$ cat config.mk
export PLATFORM = sky130hd
export DESIGN_NAME = dispatch_top
export DESIGN_NICKNAME = d
export VERILOG_FILES = /design/src/hw/dispatch_pkg.sv /design/src/hw/station_if.sv /design/src/hw/dispatch_unit.sv /design/src/hw/issue_station.sv /design/src/hw/dispatch_top.sv
export SDC_FILE = /design/constraint.sdc
export NUM_CORES = 2
export LEC_CHECK = 0
export BUFFER_PORTS_ARGS = -buffer_cell sky130_fd_sc_hd__buf_4
export CORE_AREA = 2 2 689 691
export CTS_CLUSTER_DIAMETER = 100
export DETAILED_ROUTE_END_ITERATION = 8
export DIE_AREA = 0 0 691 693
export REMOVE_ABC_BUFFERS = 1
export SLEW_MARGIN = 5
export SYNTH_ARGS = -nofsm -noshare
export SYNTH_HDL_FRONTEND = slang
export SYNTH_HIERARCHICAL = 1
export SYNTH_SLANG_ARGS = --single-unit
$ cat constraint.sdc
create_clock -name clk -period 5.8 [get_ports clk]
set_input_delay 0.29 -clock clk [delete_from_list [all_inputs] [get_ports clk]]
set_output_delay 0.29 -clock clk [all_outputs]
set_load 0.005 [all_outputs]
$ cat src/hw/dispatch_pkg.sv
package dispatch_pkg;

    // datapath and pc width
    localparam int xlen = 32;
    // architectural register index
    localparam int reg_w = 5;
    // one pending bit per register
    localparam int num_arch_regs = 32;

    // rv32 major opcodes
    localparam logic [6:0] op_lui   = 7'b0110111;
    localparam logic [6:0] op_auipc = 7'b0010111;
    localparam logic [6:0] op_jal   = 7'b1101111;
    localparam logic [6:0] op_jalr  = 7'b1100111;
    localparam logic [6:0] op_br    = 7'b1100011;
    localparam logic [6:0] op_load  = 7'b0000011;
    localparam logic [6:0] op_store = 7'b0100011;
    localparam logic [6:0] op_imm   = 7'b0010011;
    localparam logic [6:0] op_reg   = 7'b0110011;

    // M extension marker in funct7 of a register op
    localparam logic [6:0] funct7_muldiv = 7'b0000001;

    // one instruction word, two decodings
    typedef union packed {
        // register form, routing and operand fields
        struct packed {
            logic [6:0]       funct7;
            logic [reg_w-1:0] rs2;
            logic [reg_w-1:0] rs1;
            logic [2:0]       funct3;
            logic [reg_w-1:0] rd;
            logic [6:0]       opcode;
        } r;
        // jal form, immediate bits scrambled as in the ISA
        struct packed {
            logic             imm_20;
            logic [9:0]       imm_10_1;
            logic             imm_11;
            logic [7:0]       imm_19_12;
            logic [reg_w-1:0] rd;
            logic [6:0]       opcode;
        } j;
    } instr_word_t;

endpackage

$ cat src/hw/station_if.sv
`timescale 1ns/1ns

interface station_if;

    // one accepted instruction, valid for a single cycle
    logic                                valid;
    dispatch_pkg::instr_word_t           inst;
    logic [dispatch_pkg::xlen-1:0]       pc;
    logic [dispatch_pkg::reg_w-1:0]      rs1;
    logic [dispatch_pkg::reg_w-1:0]      rs2;
    // source still has a write outstanding at dispatch
    logic                                use_rs1;
    logic                                use_rs2;
    // every slot taken
    logic                                full;

    modport dispatch (
        output valid, inst, pc, rs1, rs2, use_rs1, use_rs2,
        input  full
    );

    modport station (
        input  valid, inst, pc, rs1, rs2, use_rs1, use_rs2,
        output full
    );

endinterface

$ cat src/hw/dispatch_unit.sv
`timescale 1ns/1ns

module dispatch_unit (
    input  logic                                  clk,
    input  logic                                  reset,
    input  logic                                  flush,
    input  logic [2*dispatch_pkg::xlen-1:0]       instruction,
    input  logic                                  read_resp,
    input  logic                                  alu_wb_valid,
    input  logic [dispatch_pkg::reg_w-1:0]        alu_wb_rd,
    input  logic                                  mul_wb_valid,
    input  logic [dispatch_pkg::reg_w-1:0]        mul_wb_rd,
    output logic                                  request_new_instr,
    output logic                                  jump_en,
    output logic [dispatch_pkg::xlen-1:0]         jump_pc,
    output logic                                  jalr_en,
    output logic [dispatch_pkg::num_arch_regs-1:0] pending,
    station_if.dispatch                           alu_sif,
    station_if.dispatch                           mul_sif
);

    dispatch_pkg::instr_word_t        iw;
    logic [dispatch_pkg::xlen-1:0]    pc;
    logic [dispatch_pkg::xlen-1:0]    j_imm;
    logic                             accept;
    logic                             is_mul;
    logic                             reads_rs1;
    logic                             reads_rs2;
    logic                             has_rd;
    logic                             writes_rd;
    logic                             wait_rs1;
    logic                             wait_rs2;

    // low half is the word, high half its pc
    assign iw = instruction[dispatch_pkg::xlen-1:0];
    assign pc = instruction[2*dispatch_pkg::xlen-1:dispatch_pkg::xlen];

    // take a word only when both stations have room
    assign request_new_instr = !alu_sif.full && !mul_sif.full && !flush;
    assign accept = read_resp && request_new_instr;

    // mul/div register ops go to the blocking unit
    assign is_mul = (iw.r.opcode == dispatch_pkg::op_reg)
                    && (iw.r.funct7 == dispatch_pkg::funct7_muldiv);

    // operand and destination usage per opcode
    always_comb begin
        reads_rs1 = 1'b0;
        reads_rs2 = 1'b0;
        has_rd = 1'b0;
        case (iw.r.opcode)
            dispatch_pkg::op_lui,
            dispatch_pkg::op_auipc,
            dispatch_pkg::op_jal: begin
                has_rd = 1'b1;
            end
            dispatch_pkg::op_jalr,
            dispatch_pkg::op_load,
            dispatch_pkg::op_imm: begin
                reads_rs1 = 1'b1;
                has_rd = 1'b1;
            end
            dispatch_pkg::op_br,
            dispatch_pkg::op_store: begin
                reads_rs1 = 1'b1;
                reads_rs2 = 1'b1;
            end
            dispatch_pkg::op_reg: begin
                reads_rs1 = 1'b1;
                reads_rs2 = 1'b1;
                has_rd = 1'b1;
            end
            default: begin
                has_rd = 1'b0;
            end
        endcase
    end

    // x0 never goes pending
    assign writes_rd = has_rd && (iw.r.rd != '0);

    // sources already written need no wakeup
    // also keeps an op reading its own rd from waiting on itself
    assign wait_rs1 = reads_rs1 && pending[iw.r.rs1];
    assign wait_rs2 = reads_rs2 && pending[iw.r.rs2];

    // same payload to both, valid picks the station
    assign alu_sif.valid   = accept && !is_mul;
    assign alu_sif.inst    = iw;
    assign alu_sif.pc      = pc;
    assign alu_sif.rs1     = iw.r.rs1;
    assign alu_sif.rs2     = iw.r.rs2;
    assign alu_sif.use_rs1 = wait_rs1;
    assign alu_sif.use_rs2 = wait_rs2;

    assign mul_sif.valid   = accept && is_mul;
    assign mul_sif.inst    = iw;
    assign mul_sif.pc      = pc;
    assign mul_sif.rs1     = iw.r.rs1;
    assign mul_sif.rs2     = iw.r.rs2;
    assign mul_sif.use_rs1 = wait_rs1;
    assign mul_sif.use_rs2 = wait_rs2;

    // sign-extended J immediate, bit 0 always zero
    assign j_imm = {{11{iw.j.imm_20}}, iw.j.imm_20, iw.j.imm_19_12,
                    iw.j.imm_11, iw.j.imm_10_1, 1'b0};

    // redirect fetch in the acceptance cycle
    assign jump_en = accept && (iw.j.opcode == dispatch_pkg::op_jal);
    assign jump_pc = jump_en ? (pc + j_imm) : '0;
    // jalr target needs rs1, only flagged here
    assign jalr_en = accept && (iw.r.opcode == dispatch_pkg::op_jalr);

    // pending write scoreboard
    always_ff @(posedge clk) begin
        if (reset || flush) begin
            pending <= '0;
        end else begin
            // writebacks clear first
            if (alu_wb_valid) begin
                pending[alu_wb_rd] <= 1'b0;
            end
            if (mul_wb_valid) begin
                pending[mul_wb_rd] <= 1'b0;
            end
            // new destination marked busy
            if (accept && writes_rd) begin
                pending[iw.r.rd] <= 1'b1;
            end
        end
    end

endmodule

$ cat src/hw/issue_station.sv
`timescale 1ns/1ns

module issue_station #(
    parameter int STATION_DEPTH = 16,
    parameter int BLOCKING = 0
) (
    input  logic                                   clk,
    input  logic                                   reset,
    input  logic                                   flush,
    input  logic [dispatch_pkg::num_arch_regs-1:0] pending,
    input  logic                                   unit_done,
    station_if.station                             sif,
    output logic                                   issue_valid,
    output dispatch_pkg::instr_word_t              issue_inst,
    output logic [dispatch_pkg::xlen-1:0]          issue_pc
);

    localparam int idx_w = $clog2(STATION_DEPTH);

    // slot payload
    dispatch_pkg::instr_word_t        slot_inst [STATION_DEPTH];
    logic [dispatch_pkg::xlen-1:0]    slot_pc [STATION_DEPTH];
    logic [dispatch_pkg::reg_w-1:0]   slot_rs1 [STATION_DEPTH];
    logic [dispatch_pkg::reg_w-1:0]   slot_rs2 [STATION_DEPTH];
    logic [STATION_DEPTH-1:0]         slot_use_rs1;
    logic [STATION_DEPTH-1:0]         slot_use_rs2;
    // occupancy
    logic [STATION_DEPTH-1:0]         slot_valid;

    logic [STATION_DEPTH-1:0]         ready;
    logic [idx_w-1:0]                 alloc_idx;
    logic [idx_w-1:0]                 sel_idx;
    logic                             sel_found;
    logic                             fire;
    // execution unit occupied, only set when BLOCKING
    logic                             busy;

    assign sif.full = &slot_valid;

    // lowest free slot, scan downward so the lowest wins
    always_comb begin
        alloc_idx = '0;
        for (int i = STATION_DEPTH - 1; i >= 0; i--) begin
            if (!slot_valid[i]) begin
                alloc_idx = idx_w'(i);
            end
        end
    end

    // wakeup against the scoreboard
    always_comb begin
        for (int i = 0; i < STATION_DEPTH; i++) begin
            ready[i] = slot_valid[i]
                       && (!slot_use_rs1[i] || !pending[slot_rs1[i]])
                       && (!slot_use_rs2[i] || !pending[slot_rs2[i]]);
        end
    end

    // highest ready index, scan upward so the last hit wins
    always_comb begin
        sel_idx = '0;
        sel_found = 1'b0;
        for (int i = 0; i < STATION_DEPTH; i++) begin
            if (ready[i]) begin
                sel_idx = idx_w'(i);
                sel_found = 1'b1;
            end
        end
    end

    // a busy unit holds selection until its writeback
    assign fire = sel_found && !busy;

    // slot payload write on dispatch
    always_ff @(posedge clk) begin
        if (sif.valid) begin
            slot_inst[alloc_idx] <= sif.inst;
            slot_pc[alloc_idx] <= sif.pc;
            slot_rs1[alloc_idx] <= sif.rs1;
            slot_rs2[alloc_idx] <= sif.rs2;
            slot_use_rs1[alloc_idx] <= sif.use_rs1;
            slot_use_rs2[alloc_idx] <= sif.use_rs2;
        end
    end

    // occupancy, alloc and issue never hit the same slot
    always_ff @(posedge clk) begin
        if (reset || flush) begin
            slot_valid <= '0;
        end else begin
            if (fire) begin
                slot_valid[sel_idx] <= 1'b0;
            end
            if (sif.valid) begin
                slot_valid[alloc_idx] <= 1'b1;
            end
        end
    end

    always_ff @(posedge clk) begin
        if (reset || flush) begin
            busy <= 1'b0;
        end else if (fire) begin
            busy <= (BLOCKING != 0);
        end else if (unit_done) begin
            busy <= 1'b0;
        end
    end

    // registered issue port
    always_ff @(posedge clk) begin
        if (reset || flush) begin
            issue_valid <= 1'b0;
        end else begin
            issue_valid <= fire;
        end
    end

    always_ff @(posedge clk) begin
        if (fire) begin
            issue_inst <= slot_inst[sel_idx];
            issue_pc <= slot_pc[sel_idx];
        end
    end

endmodule

$ cat src/hw/dispatch_top.sv
`timescale 1ns/1ns

module dispatch_top #(
    parameter int STATION_DEPTH = 16
) (
    input  logic                              clk,
    input  logic                              reset,
    input  logic                              flush,
    input  logic [2*dispatch_pkg::xlen-1:0]   instruction,
    input  logic                              read_resp,
    input  logic                              alu_wb_valid,
    input  logic [dispatch_pkg::reg_w-1:0]    alu_wb_rd,
    input  logic                              mul_wb_valid,
    input  logic [dispatch_pkg::reg_w-1:0]    mul_wb_rd,
    output logic                              request_new_instr,
    output logic                              jump_en,
    output logic [dispatch_pkg::xlen-1:0]     jump_pc,
    output logic                              jalr_en,
    output logic                              issue_valid_alu,
    output logic [31:0]                       issue_inst_alu,
    output logic [dispatch_pkg::xlen-1:0]     issue_pc_alu,
    output logic                              issue_valid_mul,
    output logic [31:0]                       issue_inst_mul,
    output logic [dispatch_pkg::xlen-1:0]     issue_pc_mul
);

    // scoreboard shared by both stations
    logic [dispatch_pkg::num_arch_regs-1:0] pending;

    station_if alu_sif ();
    station_if mul_sif ();

    dispatch_unit unit_i (
        .clk               (clk),
        .reset             (reset),
        .flush             (flush),
        .instruction       (instruction),
        .read_resp         (read_resp),
        .alu_wb_valid      (alu_wb_valid),
        .alu_wb_rd         (alu_wb_rd),
        .mul_wb_valid      (mul_wb_valid),
        .mul_wb_rd         (mul_wb_rd),
        .request_new_instr (request_new_instr),
        .jump_en           (jump_en),
        .jump_pc           (jump_pc),
        .jalr_en           (jalr_en),
        .pending           (pending),
        .alu_sif           (alu_sif.dispatch),
        .mul_sif           (mul_sif.dispatch)
    );

    // alu side never blocks
    issue_station #(
        .STATION_DEPTH (STATION_DEPTH),
        .BLOCKING      (0)
    ) alu_station_i (
        .clk         (clk),
        .reset       (reset),
        .flush       (flush),
        .pending     (pending),
        .unit_done   (alu_wb_valid),
        .sif         (alu_sif.station),
        .issue_valid (issue_valid_alu),
        .issue_inst  (issue_inst_alu),
        .issue_pc    (issue_pc_alu)
    );

    // multiplier holds one op in flight
    issue_station #(
        .STATION_DEPTH (STATION_DEPTH),
        .BLOCKING      (1)
    ) mul_station_i (
        .clk         (clk),
        .reset       (reset),
        .flush       (flush),
        .pending     (pending),
        .unit_done   (mul_wb_valid),
        .sif         (mul_sif.station),
        .issue_valid (issue_valid_mul),
        .issue_inst  (issue_inst_mul),
        .issue_pc    (issue_pc_mul)
    );

endmodule

==> results.py <==
metrics = {
    "run": {
        "maxCapViolCount": 0,
    },
    "setup_path": {
        "worstReg2RegStart": "unit_i/pending[7]",
        "critical_path_class": "reg2reg",
        "worstPathArrival_ns": 6.46,
        "startpoint": "unit_i/pending[7]",
        "cp_slowest_cell": "dfxtp_2",
        "rr_worst_depth": 15,
        "crit_fanout": 24,
        "ff2ff_setup_slack_ns": -0.003,
        "crit_buf_inv": 4,
        "cp.depth": 15,
        "cp-endpoint": "alu_station_i/issue_inst[29]",
        "path_cells": "buf_4, mux2i_1, mux4_2, mux2i_1, o21ai_0, a21oi_1, o221ai_1, a21oi_4, o21a_4, buf_4, buf_4, mux2i_1, a2111oi_1, buf_4, nand3_1",
        "end_kind": "register",
        "critPathTopFamily": "compound AO/OA/AOI/OAI gates",
        "crit_top_cell": "buf_4",
        "startpoint_type": "register",
        "critPathMaxStageDelay_ns": 0.92,
        "crit_required_ns": 6.46,
        "reg2reg_to": "alu_station_i/issue_inst[29]",
    },
    "synthesis": {
        "synth_area_per_cell_sq_um": 16.33,
        "async_flop_share": 0,
        "syn_inst": 7195,
        "synth_compound_area_frac": 0.08504,
        "yosysSeqAreaShare": 0.6658,
        "synth_enable_flop_cells": 2560,
        "synth_xor_area_frac": 0.001864,
        "synth_simple_gate_area_frac": 0.04925,
        "synthFlopType": "edfxtp_1",
        "muxShareOfSynthArea": 0.1577,
        "synthAdderAreaFrac": 0.003366,
        "synth-seq-cells": 2627,
        "synth_top_family_by_area": "multiplexers",
        "synth.distinct_cells": 114,
        "yosysWarnings": 6,
        "syn_area_sq_um": 117500,
    },
    "cts": {
        "cts_buffers": 286,
        "cts-root-buf": "clkbuf_16",
        "postCtsHoldBufs": 85,
        "path_clk_slew_ns": 0.06,
        "cts-resized-gates": 0,
        "clk_latency_ns": 0.97,
        "h-tree-depth": 5,
        "clkSinkCount": 2627,
        "cts_tree": "yes",
        "clockBufferDepth": 4,
        "postCtsSetupRepairBufs": 0,
    },
    "placement": {
        "gp_congestion": 0.8789,
        "dp.cells": 13260,
        "dp_slack_ns": 0.3234,
        "io_buffers": 244,
        "dp_hpwl_mm": 240.9,
    },
    "routing": {
        "drtIter0Drc": 10540,
        "wl_per_cell_microns": 28.40,
        "vias": 73110,
        "drtAntennaViolNets": 0,
        "viasPerCell": 5.268,
        "routed_wl_mm": 394.1,
        "drc": 0,
        "first_pass_iters": 6,
    },
    "grt": {
        "grt_pass1_wl_mm": 551.6,
        "grt_pass1_vias": 72030,
        "grt_usage": 0.1578,
        "overflow": 0,
        "grt_max_degree": 113,
        "antenna_found_initial": 57,
    },
    "timing": {
        "slew-limit-headroom": 0.1405,
        "finalSetupViolCount": 1,
        "worst_slack_ns": -0.003183,
        "rsz0062_at_grt": "no",
        "fmax_ghz": 0.1723,
        "slew_viol_final": 0,
        "setup_tns_ns": -0.003183,
        "hold_viol": 0,
        "worst_pin_slew_ns": 1.286,
        "min_period_ns": 5.803,
        "post-route-period-util": 1.001,
        "skew_ns": 0.1052,
        "whs_ns": 0.05109,
    },
    "cells_and_area": {
        "fin_nets": 7497,
        "mostFrequentLayoutCells": "edfxtp_1, mux4_2, buf_4, mux2i_1, nor2_1",
        "fillers": 46540,
        "regArea_sq_um": 78260,
        "stdcell_count": 13880,
        "post-route-util": 0.2916,
        "final_common_cell": "edfxtp_1",
        "areaGrowthSynthToFinish_pct": 17.25,
        "drive_gt1_frac": 0.2427,
        "multi_input_area_sq_um": 35240,
    },
    "power_and_ir_drop": {
        "ir_worst_vdd_mv": 0.2530,
        "p_per_area_nw_per_um2": 289.7,
        "p_leak_uw": 0.04478,
    },
    "outcome": {
        "outcome": "complete, but fails checks",
        "violations": "negative setup slack",
    },
    "die": {
        "rows": 253,
        "die_w_microns": 691,
        "die_area_sq_um": 478900,
        "start_util": 0.2487,
        "io_pins": 245,
        "core_sq_um": 472300,
        "chipHeight_microns": 693,
    },
    "hold_path": {
        "hp-class": "in2reg",
    },
}
==> per-layer routing <==
layer	global-route usage	share of wire	up-vias
met5	0	0.00016	-
met3	0.03150	0.11	741
met4	0.05575	0.039	10
met1	0.2126	0.39	38090
met2	0.2529	0.46	4705
li1	-	-	29570
==> state kept, by name, indices dropped and copies added, names as in the netlist, 80 cells and up <==
name / count
mul_station_i/slot_rs1: 80
alu_station_i/slot_rs1: 80
mul_station_i/slot_inst: 512
mul_station_i/slot_rs2: 80
mul_station_i/slot_pc: 512
alu_station_i/slot_rs2: 80
alu_station_i/slot_pc: 512
alu_station_i/slot_inst: 512
==> worst register-to-register path, stage by stage (launching register included) <==
cell and delay (ns):
dfxtp_2 0.92, buf_4 0.37, mux2i_1 0.10, mux4_2 0.48
mux2i_1 0.14, o21ai_0 0.09, a21oi_1 0.51, o221ai_1 0.40
a21oi_4 0.32, o21a_4 0.38, buf_4 0.35, buf_4 0.24
mux2i_1 0.11, a2111oi_1 0.77, buf_4 0.23, nand3_1 0.08
==> worst min-delay path by stage <==
stage | from | to | slack, ns | cells after the start
finish | instruction[13] | mul_station_i/slot_inst[8][13] | 0.05 | 2
global route | instruction[13] | mul_station_i/slot_inst[5][13] | 0.04 | 2
CTS | alu_wb_valid | unit_i/pending[17] | 0.01 | 6
detailed placement | mul_station_i/slot_valid[0] | mul_station_i/slot_valid[0] | 0.54 | 2
global placement | mul_station_i/slot_valid[3] | mul_station_i/slot_valid[3] | 0.54 | 2
floorplan | instruction[0] | alu_station_i/slot_inst[0][0] | 0.39 | 0
==> report_power, final <==
group	internal [uW]	total, uW	switching [uW]
clock	10300	18100	7800
sequential	20800	20900	27.1
combinational	233	969	735
==> metrics by stage <==
stage	total power [uW]	area, sq um
after floorplan	21520	113500
final	39900	137700
after detailed placement	22180	127600
after global routing	40880	137700
after CTS	40090	137700
after global placement	22160	127600
==> cell type report <==
class / count / share of cell area
sequential: 2627 / 0.5682
multi-input combinational: 3681 / 0.2559
tap: 6247 / 0.05675
clock buffer: 358 / 0.05530
timing repair buffer: 701 / 0.04935
clock inverter: 150 / 0.01127
inverter: 89 / 0.002834
antenna: 25 / 0.0004542
==> cells in the mapped netlist, types with 103 or more instances <==
cell type	count	share of area
a221oi_1	111	0.0083
nor2_1	368	0.012
mux4_2	573	0.11
clkbuf_1	346	0.011
nand2_1	310	0.0099
buf_4	169	0.011
mux2_2	103	0.0099
mux2i_1	422	0.036
a22oi_1	258	0.016
a21oi_1	229	0.0098
o21ai_0	143	0.0061
buf_2	205	0.0087
edfxtp_1	2560	0.65
==> logic make-up (layout without fill, tap and decap cells) <==
family,count (synthesis),after routing
compound gates,1364,1364
xor+xnor,25,25
fa+ha+maj,31,31
buf+inv,887,1298
flops,2627,2627
mux,1111,1111
other cells,0,25
simple gates,1150,1150
Note: power is estimated with default switching activity, not from simulation.
